$ cat src/rv_pkg.sv
`default_nettype none

package rv_pkg;

  localparam int XLEN_DEFAULT = 32;
  localparam int REG_BITS     = 5;

  // Major opcode, instruction bits 6:2
  typedef enum logic [4:0] {
    LOAD   = 5'b00000,
    OP_IMM = 5'b00100,
    AUIPC  = 5'b00101,
    STORE  = 5'b01000,
    OP     = 5'b01100,
    LUI    = 5'b01101,
    BRANCH = 5'b11000,
    JALR   = 5'b11001,
    JAL    = 5'b11011
  } opcode_e;

  // {funct7[5], funct3}
  typedef enum logic [3:0] {
    ALU_ADD  = 4'b0000,
    ALU_SLL  = 4'b0001,
    ALU_SLT  = 4'b0010,
    ALU_SLTU = 4'b0011,
    ALU_XOR  = 4'b0100,
    ALU_SRL  = 4'b0101,
    ALU_OR   = 4'b0110,
    ALU_AND  = 4'b0111,
    ALU_SUB  = 4'b1000,
    ALU_SRA  = 4'b1101
  } alu_op_e;

  typedef enum logic [5:0] {
    ENC_NONE = 6'b000000,
    ENC_R    = 6'b000001, // Register-register
    ENC_I    = 6'b000010,
    ENC_S    = 6'b000100,
    ENC_U    = 6'b001000,
    ENC_B    = 6'b010000,
    ENC_J    = 6'b100000
  } enc_e;

  typedef struct packed {
    logic [REG_BITS-1:0]     rs1;     // Zero when unused
    logic [REG_BITS-1:0]     rs2;
    logic [REG_BITS-1:0]     rd;
    alu_op_e                 alu_op;
    logic [XLEN_DEFAULT-1:0] imm;
    logic                    imm_valid;
    logic                    branch;
    logic [2:0]              br_cond;
    logic                    jal;
    logic                    jalr;
    logic                    ret;     // Return, pops the stack
    logic                    link;
    logic [XLEN_DEFAULT-1:0] link_val;
    logic [XLEN_DEFAULT-1:0] jal_target;
    logic                    mem;
    logic                    mem_write;
    logic [2:0]              size;
    logic [XLEN_DEFAULT-1:0] pc;
  } decoded_t;

  typedef struct packed {
    logic [REG_BITS-1:0]     rd;
    logic [XLEN_DEFAULT-1:0] value;   // Address for memory ops
    logic                    redirect;
    logic [XLEN_DEFAULT-1:0] target;
    logic                    mem;
    logic                    write;
    logic [2:0]              size;
    logic [XLEN_DEFAULT-1:0] store_data;
    logic                    ret;
    logic                    pred_hit;
  } result_t;

endpackage

`default_nettype wire
$ cat src/rv_rf_if.sv
`default_nettype none

interface rv_rf_if #(
  parameter int XLEN = rv_pkg::XLEN_DEFAULT
);

  logic [rv_pkg::REG_BITS-1:0] rs1_addr;
  logic [rv_pkg::REG_BITS-1:0] rs2_addr;
  logic [XLEN-1:0]             rs1_data;
  logic [XLEN-1:0]             rs2_data;
  logic                        we;
  logic [rv_pkg::REG_BITS-1:0] waddr;
  logic [XLEN-1:0]             wdata;

  // Controller side reads at decode advance, writes at output handshake
  modport ctrl (
    output rs1_addr, rs2_addr, we, waddr, wdata,
    input  rs1_data, rs2_data
  );

  modport regfile (
    input  rs1_addr, rs2_addr, we, waddr, wdata,
    output rs1_data, rs2_data
  );

endinterface

`default_nettype wire

$ cat src/rv_exec_top.sv
`default_nettype none

module rv_exec_top #(
  parameter int XLEN      = rv_pkg::XLEN_DEFAULT,
  parameter int RAS_DEPTH = 4
) (
  input  logic                        clk_i,
  input  logic                        rst_i,
  input  logic                        in_valid_i,
  output logic                        in_ready_o,
  input  logic [31:0]                 in_instr_i,
  input  logic [XLEN-1:0]             in_pc_i,
  output logic                        res_valid_o,
  input  logic                        res_ready_i,
  output logic [rv_pkg::REG_BITS-1:0] res_rd_o,
  output logic [XLEN-1:0]             res_value_o,
  output logic                        res_redirect_o,
  output logic [XLEN-1:0]             res_target_o,
  output logic                        res_mem_o,
  output logic                        res_write_o,
  output logic [2:0]                  res_size_o,
  output logic [XLEN-1:0]             res_store_data_o,
  output logic                        res_return_o,
  output logic                        res_pred_hit_o
);

  rv_pkg::decoded_t dec;
  rv_pkg::decoded_t alu_ex;
  rv_pkg::result_t  alu_res;
  rv_pkg::result_t  res;
  logic             dec_load;
  logic             ras_push;
  logic             ras_pop;
  logic [XLEN-1:0]  ras_top;
  logic [XLEN-1:0]  ex_ras_top;
  logic [XLEN-1:0]  alu_rs1;
  logic [XLEN-1:0]  alu_rs2;

  rv_rf_if #(.XLEN(XLEN)) u_rf_if ();

  rv_decode #(.XLEN(XLEN)) u_rv_decode (
    .clk_i   (clk_i),
    .rst_i   (rst_i),
    .instr_i (in_instr_i),
    .pc_i    (in_pc_i),
    .load_i  (dec_load),
    .dec_o   (dec),
    .push_o  (ras_push),
    .pop_o   (ras_pop)
  );

  rv_regfile #(.XLEN(XLEN)) u_rv_regfile (
    .clk_i (clk_i),
    .rst_i (rst_i),
    .rf    (u_rf_if.regfile)
  );

  // Pushed link is pc+4 of the instruction being loaded
  rv_ras #(.XLEN(XLEN), .RAS_DEPTH(RAS_DEPTH)) u_rv_ras (
    .clk_i       (clk_i),
    .rst_i       (rst_i),
    .push_i      (ras_push),
    .pop_i       (ras_pop),
    .push_data_i (in_pc_i + XLEN'(4)),
    .top_o       (ras_top)
  );

  rv_alu #(.XLEN(XLEN)) u_rv_alu (
    .ex_i       (alu_ex),
    .rs1_data_i (alu_rs1),
    .rs2_data_i (alu_rs2),
    .ras_top_i  (ex_ras_top),
    .res_o      (alu_res)
  );

  rv_exec_ctrl #(.XLEN(XLEN)) u_rv_exec_ctrl (
    .clk_i       (clk_i),
    .rst_i       (rst_i),
    .in_valid_i  (in_valid_i),
    .in_ready_o  (in_ready_o),
    .dec_i       (dec),
    .dec_load_o  (dec_load),
    .ras_top_i   (ras_top),
    .ras_top_o   (ex_ras_top),
    .rf          (u_rf_if.ctrl),
    .alu_ex_o    (alu_ex),
    .alu_rs1_o   (alu_rs1),
    .alu_rs2_o   (alu_rs2),
    .alu_res_i   (alu_res),
    .res_valid_o (res_valid_o),
    .res_ready_i (res_ready_i),
    .res_o       (res)
  );

  assign res_rd_o         = res.rd;
  assign res_value_o      = res.value;
  assign res_redirect_o   = res.redirect;
  assign res_target_o     = res.target;
  assign res_mem_o        = res.mem;
  assign res_write_o      = res.write;
  assign res_size_o       = res.size;
  assign res_store_data_o = res.store_data;
  assign res_return_o     = res.ret;
  assign res_pred_hit_o   = res.pred_hit;

endmodule

`default_nettype wire

$ cat src/rv_exec_ctrl.sv
`default_nettype none

module rv_exec_ctrl #(
  parameter int XLEN = rv_pkg::XLEN_DEFAULT
) (
  input  logic             clk_i,
  input  logic             rst_i,
  input  logic             in_valid_i,
  output logic             in_ready_o,
  input  rv_pkg::decoded_t dec_i,
  output logic             dec_load_o,
  input  logic [XLEN-1:0]  ras_top_i,
  output logic [XLEN-1:0]  ras_top_o,
  rv_rf_if.ctrl            rf,
  output rv_pkg::decoded_t alu_ex_o,
  output logic [XLEN-1:0]  alu_rs1_o,
  output logic [XLEN-1:0]  alu_rs2_o,
  input  rv_pkg::result_t  alu_res_i,
  output logic             res_valid_o,
  input  logic             res_ready_i,
  output rv_pkg::result_t  res_o
);

  logic            dec_valid;
  logic            ex_valid;
  logic            cti_busy;  // Control transfer past decode
  logic [XLEN-1:0] dec_top;   // Stack top seen when decode loaded
  logic            out_hs;
  logic            ex_adv;
  logic            dec_adv;
  logic            dec_cti;
  logic            hazard;

  // Older instruction whose register result is not yet in the regfile
  function automatic logic raw(input logic [rv_pkg::REG_BITS-1:0] rd, input logic mem,
                               input rv_pkg::decoded_t d);
    return (rd != '0) & ~mem & ((rd == d.rs1) | (rd == d.rs2));
  endfunction

  assign out_hs  = res_valid_o & res_ready_i;
  assign ex_adv  = ex_valid & (~res_valid_o | res_ready_i);
  assign dec_cti = dec_i.branch | dec_i.jal | dec_i.jalr;
  assign hazard  = (ex_valid & raw(alu_ex_o.rd, alu_ex_o.mem, dec_i))
                 | (res_valid_o & ~res_ready_i & raw(res_o.rd, res_o.mem, dec_i));
  assign dec_adv = dec_valid & (~ex_valid | ex_adv) & ~hazard;

  assign in_ready_o = ~cti_busy & ~(dec_valid & dec_cti) & (~dec_valid | dec_adv);
  assign dec_load_o = in_valid_i & in_ready_o;

  assign rf.rs1_addr = dec_i.rs1;
  assign rf.rs2_addr = dec_i.rs2;
  assign rf.we       = out_hs & (res_o.rd != '0) & ~res_o.mem; // Loads only request
  assign rf.waddr    = res_o.rd;
  assign rf.wdata    = res_o.value;

  always_ff @(posedge clk_i)
  begin
    if (rst_i)
    begin
      dec_valid   <= 1'b0;
      ex_valid    <= 1'b0;
      res_valid_o <= 1'b0;
      cti_busy    <= 1'b0;
    end
    else
    begin
      dec_valid   <= dec_load_o | (dec_valid & ~dec_adv);
      ex_valid    <= dec_adv | (ex_valid & ~ex_adv);
      res_valid_o <= ex_adv | (res_valid_o & ~res_ready_i);
      if (dec_adv & dec_cti)
        cti_busy <= 1'b1;
      else if (out_hs & ~ex_valid) // Transfer is the youngest, so it is leaving
        cti_busy <= 1'b0;
    end
  end

  always_ff @(posedge clk_i)
  begin
    if (dec_load_o)
      dec_top <= ras_top_i;
    if (dec_adv)
    begin
      alu_ex_o  <= dec_i;
      alu_rs1_o <= rf.rs1_data;
      alu_rs2_o <= rf.rs2_data;
      ras_top_o <= dec_top;
    end
    if (ex_adv)
      res_o <= alu_res_i;
  end

endmodule

`default_nettype wire

$ cat src/rv_ras.sv
`default_nettype none

module rv_ras #(
  parameter int XLEN      = rv_pkg::XLEN_DEFAULT,
  parameter int RAS_DEPTH = 4
) (
  input  logic            clk_i,
  input  logic            rst_i,
  input  logic            push_i,
  input  logic            pop_i,
  input  logic [XLEN-1:0] push_data_i,
  output logic [XLEN-1:0] top_o
);

  localparam int PTR_BITS = $clog2(RAS_DEPTH);

  logic [XLEN-1:0]     stack [RAS_DEPTH];
  logic [PTR_BITS-1:0] ptr;   // Points at the top entry
  logic [PTR_BITS:0]   count;
  logic                pop_ok;

  assign pop_ok = pop_i & (count != '0); // Pop of an empty stack is ignored
  assign top_o  = (count == '0) ? '0 : stack[ptr];

  always_ff @(posedge clk_i)
  begin
    if (rst_i)
    begin
      ptr   <= '0;
      count <= '0;
    end
    else
    begin
      case ({push_i, pop_ok})
        2'b11: stack[ptr] <= push_data_i; // Pop then push, replace top
        2'b10:
        begin
          stack[ptr + 1'b1] <= push_data_i;
          ptr               <= ptr + 1'b1;
          if (count != (PTR_BITS+1)'(RAS_DEPTH)) // Full wraps over oldest
            count <= count + 1'b1;
        end
        2'b01:
        begin
          ptr   <= ptr - 1'b1;
          count <= count - 1'b1;
        end
        default: ;
      endcase
    end
  end

endmodule

`default_nettype wire

$ cat src/rv_alu.sv
`default_nettype none

module rv_alu #(
  parameter int XLEN = rv_pkg::XLEN_DEFAULT
) (
  input  rv_pkg::decoded_t  ex_i,
  input  logic [XLEN-1:0]   rs1_data_i,
  input  logic [XLEN-1:0]   rs2_data_i,
  input  logic [XLEN-1:0]   ras_top_i,
  output rv_pkg::result_t   res_o
);

  localparam int SHW = $clog2(XLEN);

  logic [XLEN-1:0] op2;
  logic [XLEN-1:0] alu_out;
  logic [XLEN-1:0] target;
  logic [SHW-1:0]  shamt;
  logic            taken;

  assign op2   = ex_i.imm_valid ? ex_i.imm : rs2_data_i;
  assign shamt = op2[SHW-1:0];

  always_comb
  begin
    case (ex_i.alu_op)
      rv_pkg::ALU_ADD:  alu_out = rs1_data_i + op2;
      rv_pkg::ALU_SUB:  alu_out = rs1_data_i - op2;
      rv_pkg::ALU_SLL:  alu_out = rs1_data_i << shamt;
      rv_pkg::ALU_SRL:  alu_out = rs1_data_i >> shamt;
      rv_pkg::ALU_SRA:  alu_out = $signed(rs1_data_i) >>> shamt;
      rv_pkg::ALU_SLT:  alu_out = XLEN'($signed(rs1_data_i) < $signed(op2));
      rv_pkg::ALU_SLTU: alu_out = XLEN'(rs1_data_i < op2);
      rv_pkg::ALU_XOR:  alu_out = rs1_data_i ^ op2;
      rv_pkg::ALU_OR:   alu_out = rs1_data_i | op2;
      rv_pkg::ALU_AND:  alu_out = rs1_data_i & op2;
      default:          alu_out = '0;
    endcase
  end

  // Branch compare on rs1 and rs2, funct3 encoding
  always_comb
  begin
    case (ex_i.br_cond)
      3'b000:  taken = rs1_data_i == rs2_data_i;
      3'b001:  taken = rs1_data_i != rs2_data_i;
      3'b100:  taken = $signed(rs1_data_i) < $signed(rs2_data_i);
      3'b101:  taken = $signed(rs1_data_i) >= $signed(rs2_data_i);
      3'b110:  taken = rs1_data_i < rs2_data_i;
      3'b111:  taken = rs1_data_i >= rs2_data_i;
      default: taken = 1'b0;
    endcase
  end

  always_comb
  begin
    if (ex_i.jal)
      target = ex_i.jal_target;
    else if (ex_i.jalr)
      target = {alu_out[XLEN-1:1], 1'b0}; // rs1 + imm, bit 0 cleared
    else if (ex_i.branch)
      target = ex_i.pc + ex_i.imm;
    else
      target = '0;
  end

  assign res_o.rd         = ex_i.rd;
  assign res_o.value      = ex_i.link ? ex_i.link_val : alu_out;
  assign res_o.redirect   = ex_i.jal | ex_i.jalr | (ex_i.branch & taken);
  assign res_o.target     = target;
  assign res_o.mem        = ex_i.mem;
  assign res_o.write      = ex_i.mem_write;
  assign res_o.size       = ex_i.size;
  assign res_o.store_data = rs2_data_i;
  assign res_o.ret        = ex_i.ret;
  assign res_o.pred_hit   = ex_i.ret & (ras_top_i == target);

endmodule

`default_nettype wire

$ cat src/rv_regfile.sv
`default_nettype none

module rv_regfile #(
  parameter int XLEN = rv_pkg::XLEN_DEFAULT
) (
  input  logic       clk_i,
  input  logic       rst_i,
  rv_rf_if.regfile   rf
);

  logic [XLEN-1:0] regs [32];
  logic            wr_en;

  assign wr_en = rf.we & (rf.waddr != '0); // x0 stays zero

  // Write-through so a same-cycle read sees the new value
  assign rf.rs1_data = (wr_en & (rf.waddr == rf.rs1_addr)) ? rf.wdata : regs[rf.rs1_addr];
  assign rf.rs2_data = (wr_en & (rf.waddr == rf.rs2_addr)) ? rf.wdata : regs[rf.rs2_addr];

  always_ff @(posedge clk_i)
  begin
    if (rst_i)
    begin
      for (int i = 0; i < 32; i++)
        regs[i] <= '0;
    end
    else if (wr_en)
      regs[rf.waddr] <= rf.wdata;
  end

endmodule

`default_nettype wire

$ cat src/rv_decode.sv
`default_nettype none

module rv_decode #(
  parameter int XLEN = rv_pkg::XLEN_DEFAULT
) (
  input  logic                clk_i,
  input  logic                rst_i,
  input  logic [31:0]         instr_i,
  input  logic [XLEN-1:0]     pc_i,
  input  logic                load_i,
  output rv_pkg::decoded_t    dec_o,
  output logic                push_o,
  output logic                pop_o
);

  localparam logic [rv_pkg::REG_BITS-1:0] LINK_RA = 5'd1;
  localparam logic [rv_pkg::REG_BITS-1:0] LINK_T0 = 5'd5; // Alternate link

  logic [4:0]                  opcode;
  logic [2:0]                  funct3;
  logic [rv_pkg::REG_BITS-1:0] rd;
  logic [rv_pkg::REG_BITS-1:0] rs1;
  logic [rv_pkg::REG_BITS-1:0] rs2;
  logic [XLEN-1:0]             imm_i;
  logic [XLEN-1:0]             imm_s;
  logic [XLEN-1:0]             imm_b;
  logic [XLEN-1:0]             imm_u;
  logic [XLEN-1:0]             imm_j;
  logic [XLEN-1:0]             link_val;
  logic [XLEN-1:0]             jal_target;
  logic [XLEN-1:0]             auipc_sum;
  logic                        rd_link;
  logic                        rs1_link;
  logic                        push_c;
  logic                        pop_c;
  rv_pkg::enc_e                enc;
  rv_pkg::decoded_t            dec_d;

  assign opcode = instr_i[6:2];
  assign funct3 = instr_i[14:12];
  assign rd     = instr_i[11:7];
  assign rs1    = instr_i[19:15];
  assign rs2    = instr_i[24:20];

  assign imm_i = {{(XLEN-12){instr_i[31]}}, instr_i[31:20]};
  assign imm_s = {{(XLEN-12){instr_i[31]}}, instr_i[31:25], instr_i[11:7]};
  assign imm_b = {{(XLEN-13){instr_i[31]}}, instr_i[31], instr_i[7],
                  instr_i[30:25], instr_i[11:8], 1'b0};
  assign imm_u = XLEN'($signed({instr_i[31:12], 12'b0}));
  assign imm_j = {{(XLEN-21){instr_i[31]}}, instr_i[31], instr_i[19:12],
                  instr_i[20], instr_i[30:21], 1'b0};

  assign link_val   = pc_i + XLEN'(4);
  assign jal_target = pc_i + imm_j;
  assign auipc_sum  = pc_i + imm_u;

  // Link register rules, rd == rs1 on a linking JALR is push only
  assign rd_link  = (rd == LINK_RA) | (rd == LINK_T0);
  assign rs1_link = (rs1 == LINK_RA) | (rs1 == LINK_T0);
  assign push_c   = rd_link & ((opcode == rv_pkg::JAL) | (opcode == rv_pkg::JALR));
  assign pop_c    = rs1_link & (opcode == rv_pkg::JALR) & ~(push_c & (rd == rs1));
  assign push_o   = load_i & push_c;
  assign pop_o    = load_i & pop_c;

  always_comb
  begin
    case (opcode)
      rv_pkg::LOAD,
      rv_pkg::OP_IMM,
      rv_pkg::JALR:   enc = rv_pkg::ENC_I;
      rv_pkg::AUIPC,
      rv_pkg::LUI:    enc = rv_pkg::ENC_U;
      rv_pkg::STORE:  enc = rv_pkg::ENC_S;
      rv_pkg::OP:     enc = rv_pkg::ENC_R;
      rv_pkg::BRANCH: enc = rv_pkg::ENC_B;
      rv_pkg::JAL:    enc = rv_pkg::ENC_J;
      default:        enc = rv_pkg::ENC_NONE; // Unsupported, no side effects
    endcase
  end

  always_comb
  begin
    dec_d            = '0;
    dec_d.pc         = pc_i;
    dec_d.link_val   = link_val;
    dec_d.jal_target = jal_target;
    dec_d.alu_op     = rv_pkg::ALU_ADD;
    case (enc)
      rv_pkg::ENC_R:
      begin
        dec_d.rs1    = rs1;
        dec_d.rs2    = rs2;
        dec_d.rd     = rd;
        dec_d.alu_op = rv_pkg::alu_op_e'({instr_i[30], funct3});
      end
      rv_pkg::ENC_I:
      begin
        dec_d.rs1       = rs1;
        dec_d.rd        = rd;
        dec_d.imm       = imm_i;
        dec_d.imm_valid = 1'b1;
        if (opcode == rv_pkg::OP_IMM) // Bit 30 only selects SRAI
          dec_d.alu_op = rv_pkg::alu_op_e'({instr_i[30] & (funct3 == 3'b101), funct3});
        else if (opcode == rv_pkg::LOAD)
        begin
          dec_d.mem  = 1'b1;
          dec_d.size = funct3;
        end
        else
        begin
          dec_d.jalr = 1'b1;
          dec_d.link = 1'b1;
          dec_d.ret  = pop_c;
        end
      end
      rv_pkg::ENC_S:
      begin
        dec_d.rs1       = rs1;
        dec_d.rs2       = rs2;
        dec_d.imm       = imm_s;
        dec_d.imm_valid = 1'b1;
        dec_d.mem       = 1'b1;
        dec_d.mem_write = 1'b1;
        dec_d.size      = funct3;
      end
      rv_pkg::ENC_U:
      begin
        dec_d.rd        = rd;
        dec_d.imm       = (opcode == rv_pkg::LUI) ? imm_u : auipc_sum; // rs1 is x0
        dec_d.imm_valid = 1'b1;
      end
      rv_pkg::ENC_B:
      begin
        dec_d.rs1     = rs1;
        dec_d.rs2     = rs2;
        dec_d.imm     = imm_b; // Compare uses rs2
        dec_d.branch  = 1'b1;
        dec_d.br_cond = funct3;
      end
      rv_pkg::ENC_J:
      begin
        dec_d.rd   = rd;
        dec_d.jal  = 1'b1;
        dec_d.link = 1'b1;
      end
      default: ;
    endcase
  end

  always_ff @(posedge clk_i)
  begin
    if (rst_i)
      dec_o <= '0;
    else if (load_i)
      dec_o <= dec_d;
  end

endmodule

`default_nettype wire

$ cat config.mk
export PLATFORM = sky130hd
export DESIGN_NAME = rv_exec_top
export DESIGN_NICKNAME = d
export VERILOG_FILES = /design/src/rv_pkg.sv /design/src/rv_rf_if.sv /design/src/rv_exec_top.sv /design/src/rv_exec_ctrl.sv /design/src/rv_ras.sv /design/src/rv_alu.sv /design/src/rv_regfile.sv /design/src/rv_decode.sv
export SDC_FILE = /design/constraint.sdc
export NUM_CORES = 2
export LEC_CHECK = 0
export BUFFER_PORTS_ARGS = -buffer_cell sky130_fd_sc_hd__buf_2
export CELL_PAD_IN_SITES_DETAIL_PLACEMENT = 1
export CELL_PAD_IN_SITES_GLOBAL_PLACEMENT = 2
export CORE_MARGIN = 3
export CORE_UTILIZATION = 49
export CTS_CLUSTER_SIZE = 8
export DETAILED_ROUTE_END_ITERATION = 8
export PLACE_DENSITY = 0.92
export SYNTH_ARGS = -nofsm -noshare
export SYNTH_HDL_FRONTEND = slang
export SYNTH_SLANG_ARGS = --single-unit
$ cat constraint.sdc
create_clock -name clk_i -period 42.3 [get_ports clk_i]
set_clock_uncertainty 0.05 [all_clocks]
set_input_delay 2.115 -clock clk_i [delete_from_list [all_inputs] [get_ports clk_i]]
set_output_delay 2.115 -clock clk_i [all_outputs]
set_load 0.05 [all_outputs]
==> key figures <==
Status
  – Outcome: completed

Floorplanning
  – Die area: 200000 um2
  – Die Ht: 447 um
  – Row cnt: between 150 and 200
  – I/O pin count: 179
  – Overall die width: about 450 um
  – Initial Utilization: 0.494
  – Core area: 193000 um2

Finish
  – Final core utilization: 0.548
  – # nets final: 7658
  – FF+latch area: 49700 um2
  – Fillers: 18700
  – Footprint of the multi-input gates: 43200 um2
  – Non-Filler Instances: 9987
  – Layout overhead on the synthesized area: 10.9%
  – Share of layout cells above drive strength 1: 0.206

Pwr
  – Maximum vdd drop: between 0.04 and 0.05 mV
  – Leakage power: around 37 nW
  – Pwr dens: 41.9 nW/um2

Placed design
  – Post-place setup slack: 34.73 ns
  – # port buffers: 176
  – Placer congestion estimate: 0.979
  – Cells after DPL: 9649
  – Final HPWL DP: 247000 um

Setup path
  – CP delay by family, top: compound AO/OA/AOI/OAI gates
  – Crit Path Max Fanout: 53
  – Worst r2r dst: u_rv_exec_ctrl.res_o[0]
  – CP cell instances: buf_4, mux2i_4, buf_4, inv_6, ha_1, inv_1, fa_1, a21o_1, a2111oi_0, nor3_1, a211oi_1, a211oi_1, a221o_1, a221o_1, a211oi_1, o211ai_1, o221a_2, o22ai_1, nor2_1, o2111a_1
  – CP Data Required Time: around 43 ns
  – Critical path's most frequent cell: a211oi_1
  – CP max-delay cell: a211oi_1
  – Critical path class: flip-flop to flip-flop
  – R2r startpoint: u_rv_exec_ctrl.alu_ex_o[109]
  – Arrival time of the worst setup path: 8.27 ns
  – Crit path largest cell delay: 0.91 ns
  – WP buf/inv: 4
  – Kind of end point of the critical path: flip-flop
  – R2R setup slack: 34.55 ns
  – Worst r2r path cells: 20
  – CP Launch Type: flip-flop

Timing
  – Max Freq: 129 MHz
  – Final setup violation count: 0
  – Sum of negative setup slack: 0 ns
  – RSZ-0062 raised after global routing: false
  – Final setup margin: roughly 35 ns
  – Final hold slack: ~0.34 ns
  – Max-slew violations: 0
  – Worst slew pin tran: 1.40 ns
  – Tmin final: 7.75 ns
  – Final hold violation count: 0
  – Period utilization: 0.183
  – Max_slew headroom: 0.0417

Logic synthesis
  – Synthesized flop and latch total: ~1700
  – Async set-or-reset flop fraction in the synthesized netlist: 0
  – Mapped Cells: 7302
  – Most frequent cell after synthesis: edfxtp_1
  – Main combinational cell family by area after synthesis: multiplexers
  – Top_reg_cell synth: edfxtp_1
  – Netlist Area Pre-Place: roughly 95000 um2
  – Synth Area in Simple Gates: 0.134
  – Post-synthesis mux area share: 0.193
  – Syn_area_per_cell: between 10 and 15 um2
  – Synth cell count leaders: 1537 x edfxtp_1, 1008 x and2_1, 730 x mux4_2
  – Post-synth EDFFs: about 1500
  – Post-synth top area cell: edfxtp_1
  – Library cells used by synthesis: between 90 and 100
  – Synth Area in Compound Gates: 0.0760
  – Adder-Cell Fraction of Synth Area: 0.0308
  – Synth top area share: 0.484
  – Register area share after synthesis: 0.521
  – Top area cells in the synthesized netlist: edfxtp_1 48%, mux4_2 17%, and2_1 6.6%
  – Warnings from Yosys: 0
  – XOR/XNOR Fraction of Synth Area: 0.0145

Clocking
  – Clk buf depth: 3
  – CTS tree: built
  – H-tree depth: 4
  – Resized cells post-CTS: 0
  – CTS Sinks: ~1700
  – # Post-CTS Setup Buffers: 0
  – Hold_buf cts: 0
  – Total CTS buffers: 234
  – CTS clk-pin slew, worst paths: 0.06 ns
  – Skew-Pair Late Insertion Delay: 0.91 ns
  – CTS root buf: clkbuf_16

Route
  – Post-route ant nets: 0
  – WL/cell: 39.4 um
  – Number of DRC markers in iteration 0: 12500
  – Total wire length: roughly 390000 um
  – TritonRoute pass-1 iters: 6
  – Drt via density: between 7 and 8
  – DRC: 0
  – Total number of vias: 72500

Worst hold path
  – Hold Crit Depth: 0
  – Worst min-delay path startpoint: u_rv_exec_ctrl.dec_top[5]
  – Hold-critical path endpoint: u_rv_exec_ctrl.ras_top_o[5]
  – Type of the worst min-delay path: flip-flop to flip-flop

Global routing
  – First-pass GRT wire length: approximately 560000 um
  – Pin count of the biggest net entering global routing: 129
  – Vias in the first global route: 74500
  – Overall Global Routing Usage: 0.391
  – GRT overflow: 0
  – Initial antenna violation count: 31

Run
  – Max cap viols: 0
final cells by class:
class / instances / area share
Inverter: 175 / 0.00630
Antenna cell: 11 / 0.000260
Multi-Input combinational cell: 4855 / 0.409
Tap cell: 2526 / 0.0299
Sequential cell: 1714 / 0.470
Clock inverter: 18 / 0.00343
Clock buffer: 309 / 0.0584
Timing Repair Buffer: 379 / 0.0233
cell families (layout without fill, tap and decap cells):
kind of cell,Yosys count,in the layout
AO/OA/AOI/OAI,1107,1107
AND/OR/NAND/NOR,2412,2412
other,1,43
adder cells (fa/ha/maj),231,231
multiplexers,915,915
XOR/XNOR,158,158
flip-flops,1714,1714
buffers and inverters,764,881
cell usage in the layout (no fill, tap or decap), types with 175 or more instances in the layout:
cell type  instances
edfxtp_1        1537
and2_1          1008
mux4_2           730
nand2_1          447
nor2_1           379
a21oi_1          368
clkbuf_16        236
ha_1             225
buf_4            199
o21ai_0          179
buf_2            175
per-layer routing:
metal,GRT usage,part of all wire
met4,0.234,0.071
met3,0.113,0.14
met5,0,0.00012
met2,0.577,0.44
met1,0.515,0.35
worst max-delay path by stage:
| stage | cells past startpoint | endpoint | start |
|---|---|---|---|
| after floorplan | 16 | u_rv_ras.stack[3][0] | res_ready_i |
| after global placement | 20 | u_rv_exec_ctrl.res_o[0] | u_rv_exec_ctrl.alu_ex_o[109] |
| after detailed placement | 20 | u_rv_exec_ctrl.res_o[0] | u_rv_exec_ctrl.alu_ex_o[109] |
| after CTS | 20 | u_rv_exec_ctrl.res_o[0] | u_rv_exec_ctrl.alu_ex_o[109] |
| after global routing | 20 | u_rv_exec_ctrl.res_o[0] | u_rv_exec_ctrl.alu_ex_o[109] |
| final | 20 | u_rv_exec_ctrl.res_o[0] | u_rv_exec_ctrl.alu_ex_o[109] |
worst register-to-register path: cells and delay by family (launching register included):
kind	cells	cell delay, ns
compound gates	11	4.65
fa+ha+maj	2	0.75
buf+inv	4	1.24
flops	1	0.38
mux	1	0.23
simple gates	2	0.20
registers in the layout, indices dropped and copies added (netlist names), named ones only:
signal / cells
u_rv_exec_ctrl.rf.wdata: 32
u_rv_regfile.regs: 1024
u_rv_exec_ctrl.alu_ex_o: 148
u_rv_exec_ctrl.dec_top: 32
u_rv_exec_ctrl.res_o: 72
u_rv_exec_ctrl.rf.waddr: 5
u_rv_exec_ctrl.alu_rs1_o: 32
u_rv_exec_ctrl.cti_busy: 1
u_rv_decode.dec_o: 158
u_rv_exec_ctrl.alu_rs2_o: 32
u_rv_ras.ptr: 2
u_rv_exec_ctrl.ex_valid: 1
u_rv_exec_ctrl.ras_top_o: 32
u_rv_exec_ctrl.dec_valid: 1
u_rv_ras.count: 3
u_rv_exec_ctrl.res_valid_o: 1
u_rv_ras.stack: 128
per-stage QoR:
| stage | cell area [um2] | total power [mW] |
|---|---|---|
| global placement | 99300 | 2.65 |
| detailed placement | 99300 | 2.68 |
| floorplan | 95500 | 2.40 |
| CTS | 106000 | 4.40 |
| global route | 106000 | 4.53 |
| finish | 106000 | 4.43 |
where the power goes:
part	switching [mW]	total [mW]	leakage [nW]	internal [mW]
logic	0.463	0.683	17.3	0.220
registers	0.0743	2.00	16.8	1.93
clock network	0.744	1.75	3.15	1.00
total	1.28	4.43	37.3	3.15
Power figures use the tool's default switching activity.
